`config.mk`:
```
export PLATFORM = sky130hd
export DESIGN_NAME = tz_decoder_top
export DESIGN_NICKNAME = d
export VERILOG_FILES = /design/src/design/tz_bitstream_pkg.sv /design/src/design/tz_result_pkg.sv /design/src/design/tz_window_stage.sv /design/src/design/tz_lookup_few_coeffs.sv /design/src/design/tz_lookup_many_coeffs.sv /design/src/design/tz_select_stage.sv /design/src/design/tz_decoder_top.sv
export VERILOG_INCLUDE_DIRS = /design/src /design/src/include
export SDC_FILE = /design/constraint.sdc
export NUM_CORES = 1
export LEC_CHECK = 0
export ABC_CLOCK_PERIOD_IN_PS = 4000
export BUFFER_PORTS_ARGS = -buffer_cell sky130_fd_sc_hd__buf_2
export CAP_MARGIN = 15
export CORE_UTILIZATION = 40
export CTS_BUF_LIST = sky130_fd_sc_hd__clkbuf_8
export DETAILED_ROUTE_END_ITERATION = 7
export GPL_ROUTABILITY_DRIVEN = 1
export PLACE_DENSITY = 0.66
export SLEW_MARGIN = 5
export SYNTH_ARGS = -nofsm -noshare
export SYNTH_HDL_FRONTEND = slang
export SYNTH_HIERARCHICAL = 1
export SYNTH_SLANG_ARGS = --single-unit
```
`constraint.sdc`:
```
create_clock -name clk -period 4 [get_ports clk]
set_input_delay 0.4 -clock clk [delete_from_list [all_inputs] [get_ports clk]]
set_output_delay 0.4 -clock clk [all_outputs]
set_load 0.01 [all_outputs]
```
`src/include/tz_macros.svh`:
```
`ifndef TZ_MACROS_SVH
`define TZ_MACROS_SVH

// longest total_zeros code is 9 bits
`define TZ_WINDOW_BITS 9

// prefix bits seen by the chroma DC table
`define TZ_CDC_BITS 3

// prefix bits seen by the TotalCoeff 4..15 table
`define TZ_MANY_BITS 6

// request to result, in clock edges
`define TZ_LATENCY 2

`endif

```
`src/design/tz_bitstream_pkg.sv`:
```
`include "tz_macros.svh"

package tz_bitstream_pkg;

    // index 0 is the first bit in bitstream order
    typedef logic [0:`TZ_WINDOW_BITS-1] rbsp_window_t;

    // number of nonzero coefficients in the block, 0..15
    typedef logic [3:0] total_coeff_t;

    // largest count that still uses the few-coefficients table
    localparam total_coeff_t FEW_COEFF_MAX = 4'd3;

endpackage

```
`src/design/tz_result_pkg.sv`:
```
`include "tz_macros.svh"

package tz_result_pkg;

    // decoded TotalZeros, later reused as zerosLeft
    typedef logic [3:0] total_zeros_t;

    // bits consumed, 0..TZ_WINDOW_BITS
    typedef logic [$clog2(`TZ_WINDOW_BITS + 1)-1:0] code_len_t;

endpackage

```
`src/design/tz_window_stage.sv`:
```
`timescale 1ns/100ps
`include "tz_macros.svh"

module tz_window_stage
    import tz_bitstream_pkg::*;
(
    input  logic                       clk,
    input  logic                       rst_n,
    input  logic                       in_valid,
    input  logic                       chroma_dc,
    input  total_coeff_t               total_coeff,
    input  rbsp_window_t               rbsp,
    output logic                       s1_valid,
    output logic                       s1_chroma_dc,
    output total_coeff_t               s1_total_coeff,
    output logic [0:`TZ_CDC_BITS-1]    cdc_window,
    output rbsp_window_t               few_window,
    output logic [0:`TZ_MANY_BITS-1]   many_window
);

    rbsp_window_t s1_rbsp;

    // ----------------------------------------
    // request registers
    // ----------------------------------------
    always_ff @(posedge clk or negedge rst_n) begin
        if (!rst_n) begin
            s1_valid       <= 1'b0;
            s1_chroma_dc   <= 1'b0;
            s1_total_coeff <= '0;
        end else begin
            s1_valid       <= in_valid;
            s1_chroma_dc   <= in_valid & chroma_dc;
            s1_total_coeff <= in_valid ? total_coeff : '0;
        end
    end

    always_ff @(posedge clk) begin
        if (in_valid) begin
            s1_rbsp <= rbsp;
        end
    end

    // ----------------------------------------
    // window routing
    // ----------------------------------------
    // unused tables are parked on all ones so they stay quiet
    always_comb begin
        cdc_window  = '1;
        few_window  = '1;
        many_window = '1;
        if (s1_valid) begin
            if (s1_chroma_dc) begin
                cdc_window = s1_rbsp[0:`TZ_CDC_BITS-1];
            end else if (s1_total_coeff <= FEW_COEFF_MAX) begin
                few_window = s1_rbsp;
            end else begin
                many_window = s1_rbsp[0:`TZ_MANY_BITS-1];
            end
        end
    end

endmodule

```
`src/design/tz_lookup_few_coeffs.sv`:
```
`timescale 1ns/100ps
`include "tz_macros.svh"

module tz_lookup_few_coeffs
    import tz_bitstream_pkg::*, tz_result_pkg::*;
(
    input  total_coeff_t              total_coeff,
    input  logic [0:`TZ_CDC_BITS-1]   cdc_window,
    input  rbsp_window_t              few_window,
    output total_zeros_t              cdc_zeros,
    output code_len_t                 cdc_len,
    output total_zeros_t              few_zeros,
    output code_len_t                 few_len
);

    // ----------------------------------------
    // chroma DC 2x2, TotalCoeff 1..3
    // ----------------------------------------
    always_comb begin
        case (total_coeff)
            4'd1: casez (cdc_window)
                3'b1??:  {cdc_zeros, cdc_len} = {4'd0, 4'd1};
                3'b01?:  {cdc_zeros, cdc_len} = {4'd1, 4'd2};
                3'b001:  {cdc_zeros, cdc_len} = {4'd2, 4'd3};
                default: {cdc_zeros, cdc_len} = {4'd3, 4'd3};
            endcase
            4'd2: casez (cdc_window)
                3'b1??:  {cdc_zeros, cdc_len} = {4'd0, 4'd1};
                3'b01?:  {cdc_zeros, cdc_len} = {4'd1, 4'd2};
                default: {cdc_zeros, cdc_len} = {4'd2, 4'd2};
            endcase
            4'd3: casez (cdc_window)
                3'b1??:  {cdc_zeros, cdc_len} = {4'd0, 4'd1};
                default: {cdc_zeros, cdc_len} = {4'd1, 4'd1};
            endcase
            // no code is read for zero coefficients
            default: {cdc_zeros, cdc_len} = {4'd0, 4'd0};
        endcase
    end

    // ----------------------------------------
    // 4x4 blocks, TotalCoeff 1..3
    // ----------------------------------------
    always_comb begin
        case (total_coeff)
            4'd1: casez (few_window)
                9'b1????????: {few_zeros, few_len} = {4'd0, 4'd1};
                9'b011??????: {few_zeros, few_len} = {4'd1, 4'd3};
                9'b010??????: {few_zeros, few_len} = {4'd2, 4'd3};
                9'b0011?????: {few_zeros, few_len} = {4'd3, 4'd4};
                9'b0010?????: {few_zeros, few_len} = {4'd4, 4'd4};
                9'b00011????: {few_zeros, few_len} = {4'd5, 4'd5};
                9'b00010????: {few_zeros, few_len} = {4'd6, 4'd5};
                9'b000011???: {few_zeros, few_len} = {4'd7, 4'd6};
                9'b000010???: {few_zeros, few_len} = {4'd8, 4'd6};
                9'b0000011??: {few_zeros, few_len} = {4'd9, 4'd7};
                9'b0000010??: {few_zeros, few_len} = {4'd10, 4'd7};
                9'b00000011?: {few_zeros, few_len} = {4'd11, 4'd8};
                9'b00000010?: {few_zeros, few_len} = {4'd12, 4'd8};
                9'b000000011: {few_zeros, few_len} = {4'd13, 4'd9};
                9'b000000010: {few_zeros, few_len} = {4'd14, 4'd9};
                // last bit not inspected, as in the original parser
                default:      {few_zeros, few_len} = {4'd15, 4'd9};
            endcase
            4'd2: casez (few_window)
                9'b111??????: {few_zeros, few_len} = {4'd0, 4'd3};
                9'b110??????: {few_zeros, few_len} = {4'd1, 4'd3};
                9'b101??????: {few_zeros, few_len} = {4'd2, 4'd3};
                9'b100??????: {few_zeros, few_len} = {4'd3, 4'd3};
                9'b011??????: {few_zeros, few_len} = {4'd4, 4'd3};
                9'b0101?????: {few_zeros, few_len} = {4'd5, 4'd4};
                9'b0100?????: {few_zeros, few_len} = {4'd6, 4'd4};
                9'b0011?????: {few_zeros, few_len} = {4'd7, 4'd4};
                9'b0010?????: {few_zeros, few_len} = {4'd8, 4'd4};
                9'b00011????: {few_zeros, few_len} = {4'd9, 4'd5};
                9'b00010????: {few_zeros, few_len} = {4'd10, 4'd5};
                9'b000011???: {few_zeros, few_len} = {4'd11, 4'd6};
                9'b000010???: {few_zeros, few_len} = {4'd12, 4'd6};
                9'b000001???: {few_zeros, few_len} = {4'd13, 4'd6};
                default:      {few_zeros, few_len} = {4'd14, 4'd6};
            endcase
            4'd3: casez (few_window)
                9'b111??????: {few_zeros, few_len} = {4'd1, 4'd3};
                9'b110??????: {few_zeros, few_len} = {4'd2, 4'd3};
                9'b101??????: {few_zeros, few_len} = {4'd3, 4'd3};
                9'b100??????: {few_zeros, few_len} = {4'd6, 4'd3};
                9'b011??????: {few_zeros, few_len} = {4'd7, 4'd3};
                9'b0101?????: {few_zeros, few_len} = {4'd0, 4'd4};
                9'b0100?????: {few_zeros, few_len} = {4'd4, 4'd4};
                9'b0011?????: {few_zeros, few_len} = {4'd5, 4'd4};
                9'b0010?????: {few_zeros, few_len} = {4'd8, 4'd4};
                9'b00011????: {few_zeros, few_len} = {4'd9, 4'd5};
                9'b00010????: {few_zeros, few_len} = {4'd10, 4'd5};
                9'b00001????: {few_zeros, few_len} = {4'd12, 4'd5};
                9'b000001???: {few_zeros, few_len} = {4'd11, 4'd6};
                default:      {few_zeros, few_len} = {4'd13, 4'd6};
            endcase
            default: {few_zeros, few_len} = {4'd0, 4'd0};
        endcase
    end

endmodule

```
`src/design/tz_lookup_many_coeffs.sv`:
```
`timescale 1ns/100ps
`include "tz_macros.svh"

module tz_lookup_many_coeffs
    import tz_bitstream_pkg::*, tz_result_pkg::*;
(
    input  total_coeff_t              total_coeff,
    input  logic [0:`TZ_MANY_BITS-1]  many_window,
    output total_zeros_t              many_zeros,
    output code_len_t                 many_len
);

    // ----------------------------------------
    // 4x4 blocks, TotalCoeff 4..15
    // ----------------------------------------
    // one casez per count, first matching prefix wins
    always_comb begin
        case (total_coeff)
            4'd4: casez (many_window)
                6'b111???: {many_zeros, many_len} = {4'd1, 4'd3};
                6'b110???: {many_zeros, many_len} = {4'd4, 4'd3};
                6'b101???: {many_zeros, many_len} = {4'd5, 4'd3};
                6'b100???: {many_zeros, many_len} = {4'd6, 4'd3};
                6'b011???: {many_zeros, many_len} = {4'd8, 4'd3};
                6'b0101??: {many_zeros, many_len} = {4'd2, 4'd4};
                6'b0100??: {many_zeros, many_len} = {4'd3, 4'd4};
                6'b0011??: {many_zeros, many_len} = {4'd7, 4'd4};
                6'b0010??: {many_zeros, many_len} = {4'd9, 4'd4};
                6'b00011?: {many_zeros, many_len} = {4'd0, 4'd5};
                6'b00010?: {many_zeros, many_len} = {4'd10, 4'd5};
                6'b00001?: {many_zeros, many_len} = {4'd11, 4'd5};
                default:   {many_zeros, many_len} = {4'd12, 4'd5};
            endcase
            4'd5: casez (many_window)
                6'b111???: {many_zeros, many_len} = {4'd3, 4'd3};
                6'b110???: {many_zeros, many_len} = {4'd4, 4'd3};
                6'b101???: {many_zeros, many_len} = {4'd5, 4'd3};
                6'b100???: {many_zeros, many_len} = {4'd6, 4'd3};
                6'b011???: {many_zeros, many_len} = {4'd7, 4'd3};
                6'b0101??: {many_zeros, many_len} = {4'd0, 4'd4};
                6'b0100??: {many_zeros, many_len} = {4'd1, 4'd4};
                6'b0011??: {many_zeros, many_len} = {4'd2, 4'd4};
                6'b0010??: {many_zeros, many_len} = {4'd8, 4'd4};
                6'b0001??: {many_zeros, many_len} = {4'd10, 4'd4};
                6'b00001?: {many_zeros, many_len} = {4'd9, 4'd5};
                default:   {many_zeros, many_len} = {4'd11, 4'd5};
            endcase
            4'd6: casez (many_window)
                6'b111???: {many_zeros, many_len} = {4'd2, 4'd3};
                6'b110???: {many_zeros, many_len} = {4'd3, 4'd3};
                6'b101???: {many_zeros, many_len} = {4'd4, 4'd3};
                6'b100???: {many_zeros, many_len} = {4'd5, 4'd3};
                6'b011???: {many_zeros, many_len} = {4'd6, 4'd3};
                6'b010???: {many_zeros, many_len} = {4'd7, 4'd3};
                6'b001???: {many_zeros, many_len} = {4'd9, 4'd3};
                6'b0001??: {many_zeros, many_len} = {4'd8, 4'd4};
                6'b00001?: {many_zeros, many_len} = {4'd1, 4'd5};
                6'b000001: {many_zeros, many_len} = {4'd0, 4'd6};
                default:   {many_zeros, many_len} = {4'd10, 4'd6};
            endcase
            4'd7: casez (many_window)
                6'b11????: {many_zeros, many_len} = {4'd5, 4'd2};
                6'b101???: {many_zeros, many_len} = {4'd2, 4'd3};
                6'b100???: {many_zeros, many_len} = {4'd3, 4'd3};
                6'b011???: {many_zeros, many_len} = {4'd4, 4'd3};
                6'b010???: {many_zeros, many_len} = {4'd6, 4'd3};
                6'b001???: {many_zeros, many_len} = {4'd8, 4'd3};
                6'b0001??: {many_zeros, many_len} = {4'd7, 4'd4};
                6'b00001?: {many_zeros, many_len} = {4'd1, 4'd5};
                6'b000001: {many_zeros, many_len} = {4'd0, 4'd6};
                default:   {many_zeros, many_len} = {4'd9, 4'd6};
            endcase
            4'd8: casez (many_window)
                6'b11????: {many_zeros, many_len} = {4'd4, 4'd2};
                6'b10????: {many_zeros, many_len} = {4'd5, 4'd2};
                6'b011???: {many_zeros, many_len} = {4'd3, 4'd3};
                6'b010???: {many_zeros, many_len} = {4'd6, 4'd3};
                6'b001???: {many_zeros, many_len} = {4'd7, 4'd3};
                6'b0001??: {many_zeros, many_len} = {4'd1, 4'd4};
                6'b00001?: {many_zeros, many_len} = {4'd2, 4'd5};
                6'b000001: {many_zeros, many_len} = {4'd0, 4'd6};
                default:   {many_zeros, many_len} = {4'd8, 4'd6};
            endcase
            4'd9: casez (many_window)
                6'b11????: {many_zeros, many_len} = {4'd3, 4'd2};
                6'b10????: {many_zeros, many_len} = {4'd4, 4'd2};
                6'b01????: {many_zeros, many_len} = {4'd6, 4'd2};
                6'b001???: {many_zeros, many_len} = {4'd5, 4'd3};
                6'b0001??: {many_zeros, many_len} = {4'd2, 4'd4};
                6'b00001?: {many_zeros, many_len} = {4'd7, 4'd5};
                6'b000001: {many_zeros, many_len} = {4'd0, 4'd6};
                default:   {many_zeros, many_len} = {4'd1, 4'd6};
            endcase
            4'd10: casez (many_window)
                6'b11????: {many_zeros, many_len} = {4'd3, 4'd2};
                6'b10????: {many_zeros, many_len} = {4'd4, 4'd2};
                6'b01????: {many_zeros, many_len} = {4'd5, 4'd2};
                6'b001???: {many_zeros, many_len} = {4'd2, 4'd3};
                6'b0001??: {many_zeros, many_len} = {4'd6, 4'd4};
                6'b00001?: {many_zeros, many_len} = {4'd0, 4'd5};
                default:   {many_zeros, many_len} = {4'd1, 4'd5};
            endcase
            4'd11: casez (many_window)
                6'b1?????: {many_zeros, many_len} = {4'd4, 4'd1};
                6'b011???: {many_zeros, many_len} = {4'd5, 4'd3};
                6'b010???: {many_zeros, many_len} = {4'd3, 4'd3};
                6'b001???: {many_zeros, many_len} = {4'd2, 4'd3};
                6'b0001??: {many_zeros, many_len} = {4'd1, 4'd4};
                default:   {many_zeros, many_len} = {4'd0, 4'd4};
            endcase
            4'd12: casez (many_window)
                6'b1?????: {many_zeros, many_len} = {4'd3, 4'd1};
                6'b01????: {many_zeros, many_len} = {4'd2, 4'd2};
                6'b001???: {many_zeros, many_len} = {4'd4, 4'd3};
                6'b0001??: {many_zeros, many_len} = {4'd1, 4'd4};
                default:   {many_zeros, many_len} = {4'd0, 4'd4};
            endcase
            4'd13: casez (many_window)
                6'b1?????: {many_zeros, many_len} = {4'd2, 4'd1};
                6'b01????: {many_zeros, many_len} = {4'd3, 4'd2};
                6'b001???: {many_zeros, many_len} = {4'd1, 4'd3};
                default:   {many_zeros, many_len} = {4'd0, 4'd3};
            endcase
            4'd14: casez (many_window)
                6'b1?????: {many_zeros, many_len} = {4'd2, 4'd1};
                6'b01????: {many_zeros, many_len} = {4'd1, 4'd2};
                default:   {many_zeros, many_len} = {4'd0, 4'd2};
            endcase
            4'd15: casez (many_window)
                6'b1?????: {many_zeros, many_len} = {4'd1, 4'd1};
                default:   {many_zeros, many_len} = {4'd0, 4'd1};
            endcase
            // counts below 4 belong to the other module
            default: {many_zeros, many_len} = {4'd0, 4'd0};
        endcase
    end

endmodule

```
`src/design/tz_select_stage.sv`:
```
`timescale 1ns/100ps

module tz_select_stage
    import tz_bitstream_pkg::*, tz_result_pkg::*;
(
    input  logic          clk,
    input  logic          rst_n,
    input  logic          s1_valid,
    input  logic          s1_chroma_dc,
    input  total_coeff_t  s1_total_coeff,
    input  total_zeros_t  cdc_zeros,
    input  code_len_t     cdc_len,
    input  total_zeros_t  few_zeros,
    input  code_len_t     few_len,
    input  total_zeros_t  many_zeros,
    input  code_len_t     many_len,
    output logic          out_valid,
    output total_zeros_t  total_zeros,
    output code_len_t     code_len
);

    total_zeros_t sel_zeros;
    code_len_t    sel_len;

    // table pick by request class
    always_comb begin
        if (s1_chroma_dc) begin
            sel_zeros = cdc_zeros;
            sel_len   = cdc_len;
        end else if (s1_total_coeff <= FEW_COEFF_MAX) begin
            sel_zeros = few_zeros;
            sel_len   = few_len;
        end else begin
            sel_zeros = many_zeros;
            sel_len   = many_len;
        end
    end

    // data held at zero between results
    always_ff @(posedge clk or negedge rst_n) begin
        if (!rst_n) begin
            out_valid   <= 1'b0;
            total_zeros <= '0;
            code_len    <= '0;
        end else begin
            out_valid   <= s1_valid;
            total_zeros <= s1_valid ? sel_zeros : '0;
            code_len    <= s1_valid ? sel_len : '0;
        end
    end

endmodule

```
`src/design/tz_decoder_top.sv`:
```
`timescale 1ns/100ps
`include "tz_macros.svh"

module tz_decoder_top
    import tz_bitstream_pkg::*, tz_result_pkg::*;
(
    input  logic          clk,
    input  logic          rst_n,
    input  logic          in_valid,
    input  logic          chroma_dc,
    input  total_coeff_t  total_coeff,
    input  rbsp_window_t  rbsp,
    output logic          out_valid,
    output total_zeros_t  total_zeros,
    output code_len_t     code_len
);

    logic                      s1_valid;
    logic                      s1_chroma_dc;
    total_coeff_t              s1_total_coeff;
    logic [0:`TZ_CDC_BITS-1]   cdc_window;
    rbsp_window_t              few_window;
    logic [0:`TZ_MANY_BITS-1]  many_window;
    total_zeros_t              cdc_zeros;
    total_zeros_t              few_zeros;
    total_zeros_t              many_zeros;
    code_len_t                 cdc_len;
    code_len_t                 few_len;
    code_len_t                 many_len;

    // stage 1, request register and window routing
    tz_window_stage u_tz_window_stage (
        .clk            (clk),
        .rst_n          (rst_n),
        .in_valid       (in_valid),
        .chroma_dc      (chroma_dc),
        .total_coeff    (total_coeff),
        .rbsp           (rbsp),
        .s1_valid       (s1_valid),
        .s1_chroma_dc   (s1_chroma_dc),
        .s1_total_coeff (s1_total_coeff),
        .cdc_window     (cdc_window),
        .few_window     (few_window),
        .many_window    (many_window)
    );

    tz_lookup_few_coeffs u_tz_lookup_few_coeffs (
        .total_coeff (s1_total_coeff),
        .cdc_window  (cdc_window),
        .few_window  (few_window),
        .cdc_zeros   (cdc_zeros),
        .cdc_len     (cdc_len),
        .few_zeros   (few_zeros),
        .few_len     (few_len)
    );

    tz_lookup_many_coeffs u_tz_lookup_many_coeffs (
        .total_coeff (s1_total_coeff),
        .many_window (many_window),
        .many_zeros  (many_zeros),
        .many_len    (many_len)
    );

    // stage 2, result mux and output register
    tz_select_stage u_tz_select_stage (
        .clk            (clk),
        .rst_n          (rst_n),
        .s1_valid       (s1_valid),
        .s1_chroma_dc   (s1_chroma_dc),
        .s1_total_coeff (s1_total_coeff),
        .cdc_zeros      (cdc_zeros),
        .cdc_len        (cdc_len),
        .few_zeros      (few_zeros),
        .few_len        (few_len),
        .many_zeros     (many_zeros),
        .many_len       (many_len),
        .out_valid      (out_valid),
        .total_zeros    (total_zeros),
        .code_len       (code_len)
    );

endmodule

```
==> flow_summary.toml, run 1 <==
[outcome]
status = "completed"

[clock_network]
cts_tree = "yes"
holdBufCountCts = 0
cts_buffers = 3
clk_latency_ns = 0.27
cts_buffer_depth = 2
cts_htree_levels = 1
clk_transition_reported_paths_ns = 0.10
cts_root_buf = "clkbuf_8"
ctsResizeCount = 0
cts_setup_buffers = 0
clock_sinks = 24

[drt]
routed_wl_um = 10700
dr_total_vias = 3590
drt_first_iter_violations = 515
viasPerCell = 6.43
drc = 0
postRouteAntennaNets = 0
routedWlPerCell_um = 19.1
dr.pass1.iters = 5

[grt]
grt_pass1_vias = 3199
grt_max_degree = 46
grt_usage_pct = 24.7
grt_pass1_wl_um = 16900
grt.overflow.total = 0
antenna_found_initial = 0

[timing]
fmax_mhz = 293
worst_pin_slew_ns = 0.751
rsz0062_at_grt = "false"
setup_viol_count_final = 0
max-slew-margin-rel_pct = 49.8
min_period_ns = 3.41
hold_ws_ns = 0.0218
drv_slew = 0
hold_viol_final = 0
setup_tns_ns = 0
fin_crit_sh_pct = 85.3
skew_ns = 0.0143

[critical_path]
cp.arrival_ns = 3.58
slowest_delay_ns = 0.53
r2r_slack_ns = 0.59
worstPathCellList = "o21ai_1 > or3_1 > inv_1 > ha_1 > buf_4 > nand2_1 > a21oi_4 > o311ai_0 > o32ai_1 > or4_1 > o21a_1 > o311a_1"
cp_slowest_cell = "o311ai_0"
crit_path_end_kind = "flop"
path_buf_inv = 2
required_ns = 4.16
cp_max_fo = 11
worstSetupStartpointType = "flop"
path_delay_family = "compound AO/OA/AOI/OAI gates"
criticalPathCategory = "reg2reg"

[pwr]
combPwrFrac_pct = 31.9
power_density_mw_per_mm2 = 205
p_sw_mw = 0.241
switching_share_pct = 32.9
power_leakage_nw = 1.40
pwr-share-seq_pct = 38.6
clkPwrFrac_pct = 29.5
p_int_mw = 0.493
peakVddDrop_uv = 207

[floorplan]
coreArea_mm2 = 0.00818
initial_core_util_pct = 41.0
die_width_um = 93.5
boundaryPins = 26
die_area_mm2 = 0.00874
rows = 33
die_y_um = 93.5

[layout]
area_growth_pct = 7.06
drive_above_1_share_pct = 15.0
final_common_cell = "a21oi_1"
fin_nets = 477
most-common-layout-cells = "a21oi_1, nor2_1, o21ai_0, nand2_1, nand2b_1"
fill_cells = 844
multiInputGateArea_mm2 = 0.00241
antennaDiodeCount = 0
seqCellArea_um2 = 646

[synthesis]
yosys_register_bits = 24
yosysWarnings = 6
synth_area_mm2 = 0.00335
synth_area_per_cell_um2 = 7.54
synth_seq_area_share_pct = 19.3
synth_edf_count = 9
synthXorXnorAreaFrac_pct = 0.784
synthCells = 444
synth_cell_types = 76
synth_top_family_by_area = "simple AND/OR/NAND/NOR gates"
synth_mux_area_share_pct = 0.934
postSynth.asyncResetShare_pct = 62.5
synth-simple-area-share_pct = 34.5
synthAdderAreaFrac_pct = 2.24
yosys_most_used_dff = "dfrtp_1"
synth-compound-area-share_pct = 33.1

[run]
drv_cap = 0

[place]
place_hpwl_um = 7910
place.gp.congestion = 0.999
port_buffers = 25

[worst_hold_path]
hp-class = "in2async"
-- sequential cells by signal, summed over array words and instances, names as in the netlist --
signal / cells
u_tz_select_stage/code_len: 4
u_tz_select_stage/out_valid: 1
u_tz_select_stage/total_zeros: 4
u_tz_window_stage/s1_chroma_dc: 1
u_tz_window_stage/s1_rbsp: 9
u_tz_window_stage/s1_total_coeff: 4
u_tz_window_stage/s1_valid: 1
-- through the flow --
stage	util [%]	instances	setup WS [ns]	area, um^2	power (mW)
after floorplan	-	447	0.409	3360	0.456
after global placement	43.0	554	0.718	3510	0.517
after detailed placement	43.0	554	0.636	3510	0.517
after CTS	43.9	558	0.624	3590	0.732
after global routing	43.9	558	0.394	3590	0.771
final	43.9	558	0.586	3590	0.734
-- power groups by stage --
stage / registers, mW / logic [mW] / clock network [mW]
final: 0.283 / 0.234 / 0.217
after global routing: 0.285 / 0.253 / 0.233
after CTS: 0.283 / 0.229 / 0.219
after detailed placement: 0.289 / 0.228 / 0
after global placement: 0.288 / 0.229 / 0
after floorplan: 0.291 / 0.165 / 0
-- final timing paths --
check	start	cells past startpoint	end
setup reg to reg	u_tz_window_stage/s1_total_coeff[3]$_DFF_PN0_	12	u_tz_select_stage/total_zeros[1]$_DFF_PN0_
hold / removal	rst_n	1	u_tz_select_stage/code_len[3]$_DFF_PN0_
setup / recovery	u_tz_window_stage/s1_total_coeff[3]$_DFF_PN0_	12	u_tz_select_stage/total_zeros[1]$_DFF_PN0_
min in group clk	rbsp[7]	1	u_tz_window_stage/s1_rbsp[7]$_DFFE_PP_
max in group asynchronous	rst_n	1	u_tz_window_stage/s1_total_coeff[3]$_DFF_PN0_
hold reg to reg	u_tz_window_stage/s1_valid$_DFF_PN0_	1	u_tz_select_stage/out_valid$_DFF_PN0_
-- per-layer routing --
metal / GRT usage (%) / vias up / routed length (um)
met5: 0 / - / 0
li1: - / 1676 / -
met1: 35.2 / 1677 / 4720
met3: 5.37 / 23 / 1000
met2: 38.2 / 214 / 4660
met4: 5.26 / 0 / 284
-- worst register-to-register path, cell delays in order, from the launching register on --
cell	delay (ns)
dfrtp_1	0.38
o21ai_1	0.25
or3_1	0.26
inv_1	0.09
ha_1	0.21
buf_4	0.17
nand2_1	0.28
a21oi_4	0.15
o311ai_0	0.53
o32ai_1	0.14
or4_1	0.43
o21a_1	0.13
o311a_1	0.30
-- final cells by class --
type,instances,share of cell area (%)
clock buffers,3,1.15
clock inverters,1,0.837
inverters,11,1.15
multi-input cells,368,67.3
flip-flops and latches,24,18.0
well taps,105,3.66
repair buffers,46,7.89
-- synth_stat cells, types with 4 or more instances --
| cell type | instances | share of area [%] |
|---|---|---|
| o32ai_1 | 5 | 1.3 |
| or2_2 | 6 | 1.1 |
| nor3b_1 | 14 | 3.1 |
| inv_1 | 11 | 1.2 |
| ha_1 | 6 | 2.2 |
| edfxtp_1 | 9 | 8.1 |
| nand3_1 | 12 | 1.8 |
| or3_1 | 8 | 1.5 |
| buf_4 | 5 | 1.1 |
| o21ai_0 | 30 | 4.5 |
| a21oi_1 | 33 | 4.9 |
| dfrtp_1 | 15 | 11 |
| a22o_1 | 4 | 1.0 |
| nor2b_1 | 12 | 2.2 |
| and2_1 | 8 | 1.5 |
| o21a_1 | 9 | 2.0 |
| a22oi_1 | 5 | 1.1 |
| o211ai_1 | 9 | 2.0 |
| nor3_1 | 9 | 1.3 |
| nand4_1 | 4 | 0.75 |
| nand2b_1 | 29 | 5.4 |
| clkbuf_1 | 14 | 1.6 |
| buf_2 | 15 | 2.2 |
| o311a_1 | 8 | 2.4 |
| buf_6 | 6 | 2.0 |
| a211oi_1 | 8 | 1.8 |
| o22ai_1 | 7 | 1.3 |
| nand2_1 | 30 | 3.4 |
| nand4bb_1 | 5 | 1.7 |
| a31oi_1 | 6 | 1.1 |
| nor2_1 | 31 | 3.5 |
-- kinds of logic (layout without fill, tap and decap cells) --
kind of cell / count (synthesis) / after routing
other: 2 / 5
adders and majority gates: 6 / 6
xor gates and xnor gates: 3 / 3
AOI/OAI and AO/OA: 158 / 158
DFF: 24 / 24
and+or+nand+nor: 193 / 193
buffers and inverters: 55 / 61
muxes: 3 / 3
Power figures use the tool's default switching activity.
==> inputs of run 2 (changes only) <==
--- a/config.mk
+++ b/config.mk
@@ -7,7 +7,7 @@
 export NUM_CORES = 1
 export LEC_CHECK = 0
 export ABC_CLOCK_PERIOD_IN_PS = 4000
-export BUFFER_PORTS_ARGS = -buffer_cell sky130_fd_sc_hd__buf_2
+export BUFFER_PORTS_ARGS = -buffer_cell sky130_fd_sc_hd__buf_4
 export CAP_MARGIN = 15
 export CORE_UTILIZATION = 40
 export CTS_BUF_LIST = sky130_fd_sc_hd__clkbuf_8
==> run 2 against run 1 <==
Compared with the run above: clock skew shrank 0.0057 ns; highest routed layer unchanged; final area up 1.2%; cell count is 0.54% lower; fmax is 0.71% higher; non-clock buffer count fell by 3; worst hold slack gained 0.29 ns; via count up 2.5%; largest cell class unchanged; sequential share of layout area is 0.21 points lower.
==> flow_summary.toml, run 2 (synthesis results as in run 1) <==
[outcome]
status = "completed"

[drt]
drt_first_iter_violations = 592
highest_layer = "met4"
dr_total_vias = 3680
routedWlPerCell_um = 19.4
postRouteAntennaNets = 0
wl_met1_um = 4670
dr.pass1.iters = 7
dr_wl_met2_um = 4670
routed_wl_um = 10800
wl_met3_um = 1100
drc = 0
viasPerCell = 6.63

[pwr]
peakVddDrop_uv = 163
power_density_mw_per_mm2 = 203
power_leakage_nw = 1.40
pwr-share-seq_pct = 38.9
switching_share_pct = 32.3
clkPwrFrac_pct = 29.1
p_int_mw = 0.498
p_sw_mw = 0.237
combPwrFrac_pct = 32.0

[layout]
drive_above_1_share_pct = 14.2
largest_reg_flops = 9
fin_cells = 555
fill_cells = 831
final_common_cell = "buf_4"
fin_nets = 474
area_growth_pct = 8.33
most-common-layout-cells = "buf_4, a21oi_1, nor2_1"
antennaDiodeCount = 0
fin_util_pct = 44.4
top_register = "u_tz_window_stage/s1_rbsp"

[timing]
skew_ns = 0.00867
min_period_ns = 3.39
worst_pin_slew_ns = 0.881
rsz0062_at_grt = "false"
fmax_mhz = 295
hold_viol_final = 0
drv_slew = 0
setup_tns_ns = 0
max-slew-margin-rel_pct = 41.3
setup_viol_count_final = 0
fin_crit_sh_pct = 84.7
fin_ws_ns = 0.610

[grt]
grt_max_degree = 46
grt_pass1_vias = 3259
grt_usage_pct = 25.6
grt.overflow.total = 0
grt_pass1_wl_um = 17700
antenna_found_initial = 0

[clock_network]
clk_latency_ns = 0.27
cts_root_buf = "clkbuf_8"
cts_tree = "yes"
clock_sinks = 24
clk_transition_reported_paths_ns = 0.09
holdBufCountCts = 1
cts_setup_buffers = 0
cts_buffers = 3
ctsResizeCount = 0
cts_buffer_depth = 2
cts_htree_levels = 1

[place]
port_buffers = 25
place.gp.congestion = 0.977
placedCellCount = 550
pre_cts_ws_ns = 0.696
place_hpwl_um = 7680

[critical_path]
crit_path_end_kind = "flop"
cp_max_fo = 7
criticalPathCategory = "reg2reg"
required_ns = 4.16
worstSetupStartpointType = "flop"
cp.arrival_ns = 3.55

[floorplan]
die_y_um = 93.5
coreArea_mm2 = 0.00818
die_width_um = 93.5
rows = 33
die_area_mm2 = 0.00874
boundaryPins = 26
initial_core_util_pct = 41.0

[worst_hold_path]
hp-class = "in2reg"

[run]
drv_cap = 0
-- run 2: cell types whose count changed in the layout (fill, tap and decap cells not counted) --
cell	previous run	this run
buf_2	25	0
dlygate4sd3_1	0	1
buf_4	21	42
-- run 2: worst paths after layout --
kind	from	end	slack [ns]	cells after the start
worst max-delay path	u_tz_window_stage/s1_chroma_dc$_DFF_PN0_	u_tz_select_stage/total_zeros[1]$_DFF_PN0_	0.61	10
worst min-delay path	rbsp[4]	u_tz_window_stage/s1_rbsp[4]$_DFFE_PP_	0.31	1
worst max register to register	u_tz_window_stage/s1_chroma_dc$_DFF_PN0_	u_tz_select_stage/total_zeros[1]$_DFF_PN0_	0.61	10
worst min register to register	u_tz_window_stage/s1_valid$_DFF_PN0_	u_tz_select_stage/out_valid$_DFF_PN0_	0.60	1
max in group asynchronous	rst_n	u_tz_window_stage/s1_chroma_dc$_DFF_PN0_	3.30	2
min in group asynchronous	rst_n	u_tz_select_stage/code_len[3]$_DFF_PN0_	0.51	2
-- run 2: power groups by stage --
stage / registers (mW) / logic [mW] / clock network (mW)
2_1_floorplan: 0.291 / 0.165 / 0
3_3_place_gp: 0.291 / 0.230 / 0
3_5_place_dp: 0.291 / 0.228 / 0
4_1_cts: 0.286 / 0.229 / 0.220
5_1_grt: 0.288 / 0.257 / 0.230
6_report: 0.286 / 0.235 / 0.214
-- run 2: critical path, cell delays in order (launching register included) --
cell,delay (ns)
dfrtp_1,0.43
or3_1,0.40
inv_1,0.21
ha_1,0.28
nor4b_1,0.50
a22oi_1,0.29
nand3_1,0.16
nand3_1,0.09
or4_1,0.53
o21a_1,0.12
o311a_1,0.28
-- run 2: final cells by class --
cell class | instances | area [um^2] | area share [%]
multi-input combinational | 368 | 2410 | 66.5
timing repair buffer | 43 | 325 | 8.97
inverter | 11 | 41.3 | 1.14
sequential | 24 | 646 | 17.8
clock inverter | 1 | 30.0 | 0.828
tap | 105 | 131 | 3.62
clock buffer | 3 | 41.3 | 1.14
-- run 2: through the flow --
stage | total power, mW | hold WS, ns | instance area [um^2]
after floorplan | 0.456 | 0.104 | 3360
after global routing | 0.775 | 0.286 | 3630
after global placement | 0.521 | 0.269 | 3550
final | 0.735 | 0.307 | 3630
after CTS | 0.735 | 0.297 | 3630
after detailed placement | 0.519 | 0.272 | 3550
-- run 2: metal layers --
layer / up-vias / GRT usage (%)
li1: 1681 / -
met1: 1695 / 38.2
met2: 269 / 38.2
met3: 35 / 3.98
met4: 0 / 6.28
met5: - / 0
==> inputs of run 3 (changes only) <==
--- a/config.mk
+++ b/config.mk
@@ -6,14 +6,15 @@
 export SDC_FILE = /design/constraint.sdc
 export NUM_CORES = 1
 export LEC_CHECK = 0
-export ABC_CLOCK_PERIOD_IN_PS = 4000
+export ABC_AREA = 1
+export ABC_CLOCK_PERIOD_IN_PS = 3100
 export BUFFER_PORTS_ARGS = -buffer_cell sky130_fd_sc_hd__buf_4
 export CAP_MARGIN = 15
 export CORE_UTILIZATION = 40
 export CTS_BUF_LIST = sky130_fd_sc_hd__clkbuf_8
 export DETAILED_ROUTE_END_ITERATION = 7
 export GPL_ROUTABILITY_DRIVEN = 1
-export PLACE_DENSITY = 0.66
+export PLACE_DENSITY = 0.68
 export SLEW_MARGIN = 5
 export SYNTH_ARGS = -nofsm -noshare
 export SYNTH_HDL_FRONTEND = slang
==> constraint.sdc (replaced) <==
create_clock -name clk -period 3.1 [get_ports clk]
set_input_delay 0.31 -clock clk [delete_from_list [all_inputs] [get_ports clk]]
set_output_delay 0.31 -clock clk [all_outputs]
set_load 0.01 [all_outputs]
==> run 3 against run 2 <==
Compared with the run above: die area down 3.1%; wire length down 9.0%; non-clock buffer count down 11; worst setup slack worse by 0.37 ns; clock skew up 0.0040 ns; register-to-register slack worse by 0.37 ns; count of clock-buffer cells in the layout unchanged; highest routed layer unchanged.
==> flow_summary.toml, run 3 <==
[outcome]
status = "completed"

[floorplan]
die_area_mm2 = 0.00848
initial_core_util_pct = 41.8
boundaryPins = 26
die_width_um = 92.1
rows = 32
die_y_um = 92.1
coreArea_mm2 = 0.00777

[layout]
antennaDiodeCount = 0
fin_nets = 617
final_common_cell = "nand2_1"
largest_reg_flops = 9
top_register = "u_tz_window_stage/s1_rbsp"
area_growth_pct = 9.68
drive_above_1_share_pct = 12.3
most-common-layout-cells = "nand2_1, nor2_1, inv_1"

[critical_path]
worstPathCellList = "nor2_2 > nand3_1 > nor2_8 > nand2_4 > nor2_4 > nand3_1 > nand3b_4 > nand2_1 > nand2_1 > nand2_1 > nand2_1 > nand3_1 > nand2_1 > inv_1"
cp_max_fo = 12
crit_top_cell = "nand2_1"
required_ns = 3.28
critical_path.startpoint = "u_tz_window_stage/s1_total_coeff[3]$_DFF_PN0_"
crit_path_end_kind = "flop"
criticalPathCategory = "reg2reg"
path_buf_inv = 1
path_delay_family = "simple AND/OR/NAND/NOR gates"
cp_num_cells = 14
cp_slowest_cell = "nand3_1"
cp.arrival_ns = 3.04
worstSetupStartpointType = "flop"
r2r_slack_ns = 0.24
r2r_cells = 14
crit_end = "u_tz_select_stage/total_zeros[2]$_DFF_PN0_"
rr_endpoint = "u_tz_select_stage/total_zeros[2]$_DFF_PN0_"
rr_startpoint = "u_tz_window_stage/s1_total_coeff[3]$_DFF_PN0_"
slowest_delay_ns = 0.54

[timing]
skew_ns = 0.0126
drv_slew = 0
worst_pin_slew_ns = 0.634
fin_crit_sh_pct = 92.2
max-slew-margin-rel_pct = 57.6
hold_viol_final = 0
min_period_ns = 2.86
setup_tns_ns = 0
hold_ws_ns = 0.216
fmax_mhz = 350
setup_viol_count_final = 0
rsz0062_at_grt = "false"

[pwr]
power_density_mw_per_mm2 = 250
power_leakage_nw = 2.12
peakVddDrop_uv = 434

[clock_network]
clock_sinks = 24
clk_latency_ns = 0.27
cts_tree = "yes"
clk_transition_reported_paths_ns = 0.09
cts_buffer_depth = 2
cts_root_buf = "clkbuf_8"
cts_setup_buffers = 0
cts_buffers = 3
cts_htree_levels = 1

[synthesis]
synth_area_leaders = "nand2_1, dfrtp_1, nor2_1, inv_1, nand3_1"
yosys_register_bits = 24
synth_cell_types = 36
synth_seq_area_share_pct = 19.9
yosysMostFrequentCell = "nand2_1"
synth_area_mm2 = 0.00324
yosys_most_used_dff = "dfrtp_1"
synth_top_cell_by_area = "nand2_1"
synth_edf_count = 9
synthCells = 571
synth_area_per_cell_um2 = 5.68
synth.top_cell.area_share_pct = 18.3
yosysWarnings = 6
postSynth.asyncResetShare_pct = 62.5
netlist_top_cells_count = "nand2_1, nor2_1, inv_1"

[place]
place_hpwl_um = 7770
place.gp.congestion = 0.997
port_buffers = 25

[drt]
dr_wl_met2_um = 4550
routedWlPerCell_um = 14.1
dr.pass1.iters = 5
wl_met3_um = 784
drt_first_iter_violations = 327
wl_met1_um = 4210
viasPerCell = 5.39
highest_layer = "met4"
postRouteAntennaNets = 0
dr_total_vias = 3747
drc = 0
routed_wl_um = 9790

[grt]
grt_pass1_wl_um = 16000
grt.overflow.total = 0
grt_pass1_vias = 3442
grt_max_degree = 17
antenna_found_initial = 0
grt_usage_pct = 23.6

[worst_hold_path]
hp-class = "in2reg"

[run]
drv_cap = 0
==> run 3: cell types whose count changed after synthesis, sizes merged, moves of 15 or more <==
| cell | delta |
|---|---|
| nand3 | +59 |
| inv | +85 |
| a21oi | -16 |
| nand2 | +135 |
| nand2b | -29 |
| clkbuf | -15 |
| nor2 | +71 |
==> run 3: routing by layer <==
metal / track usage (%) / up-vias
li1: - / 1846
met1: 31.9 / 1662
met2: 39.3 / 213
met3: 1.99 / 26
met4: 8.46 / 0
met5: 0 / -
==> run 3: cell type report <==
class | count | area, um^2
multi-input cells | 437 | 2110
clock inverters | 1 | 30.0
clock buffers | 3 | 41.3
flip-flops and latches | 24 | 646
repair buffers | 32 | 243
well taps | 102 | 128
inverters | 96 | 360
fillers | 862 | 4210
==> run 3: logic make-up after synthesis <==
logic type,synth area share [%]
compound gates,10.6
buf+inv,15.5
other cells,0.231
flops,19.9
fa+ha+maj,2.31
simple gates,51.4
==> run 3: worst reg2reg max path: stages (launching register included) <==
cell	delay (ns)
dfrtp_1	0.50
nor2_2	0.40
nand3_1	0.54
nor2_8	0.30
nand2_4	0.11
nor2_4	0.12
nand3_1	0.17
nand3b_4	0.13
nand2_1	0.06
nand2_1	0.05
nand2_1	0.06
nand2_1	0.10
nand3_1	0.10
nand2_1	0.08
inv_1	0.03
==> run 3: repair_timing <==
| item | CTS | global route |
|---|---|---|
| hold buffers | 1 | 0 |
| hold endpoints to repair | 15 | 0 |
| gates resized for setup | 0 | 1 |
| endpoints found under the setup margin | 0 | 1 |
==> run 3: worst min path at each step <==
stage                    from                                            end  depth (start not counted)
3_3_place_gp            rst_n           u_tz_window_stage/s1_valid$_DFF_PN0_                          1
3_5_place_dp            rst_n           u_tz_window_stage/s1_valid$_DFF_PN0_                          1
6_report       total_coeff[1]  u_tz_window_stage/s1_total_coeff[1]$_DFF_PN0_                          3
5_1_grt               rbsp[1]         u_tz_window_stage/s1_rbsp[1]$_DFFE_PP_                          1
2_1_floorplan           rst_n        u_tz_select_stage/code_len[0]$_DFF_PN0_                          0
4_1_cts        total_coeff[1]  u_tz_window_stage/s1_total_coeff[1]$_DFF_PN0_                          3
==> run 3: stage by stage <==
step | setup WS [ns] | utilization [%] | cells | area (um^2) | power (mW)
2_1_floorplan | 0.659 | - | 574 | 3260 | 0.544
3_3_place_gp | 0.300 | 44.7 | 690 | 3470 | 0.618
3_5_place_dp | 0.298 | 44.7 | 690 | 3470 | 0.618
4_1_cts | 0.279 | 45.7 | 695 | 3550 | 0.891
5_1_grt | 0.0150 | 45.8 | 695 | 3560 | 0.937
6_report | 0.241 | 45.8 | 695 | 3560 | 0.889
==> run 3: report_power, final <==
| group | switching, mW | internal (mW) | total (mW) |
|---|---|---|---|
| sequential | 0.0150 | 0.351 | 0.366 |
| combinational | 0.168 | 0.0848 | 0.253 |
| clock | 0.0971 | 0.173 | 0.270 |
| total | 0.280 | 0.609 | 0.889 |
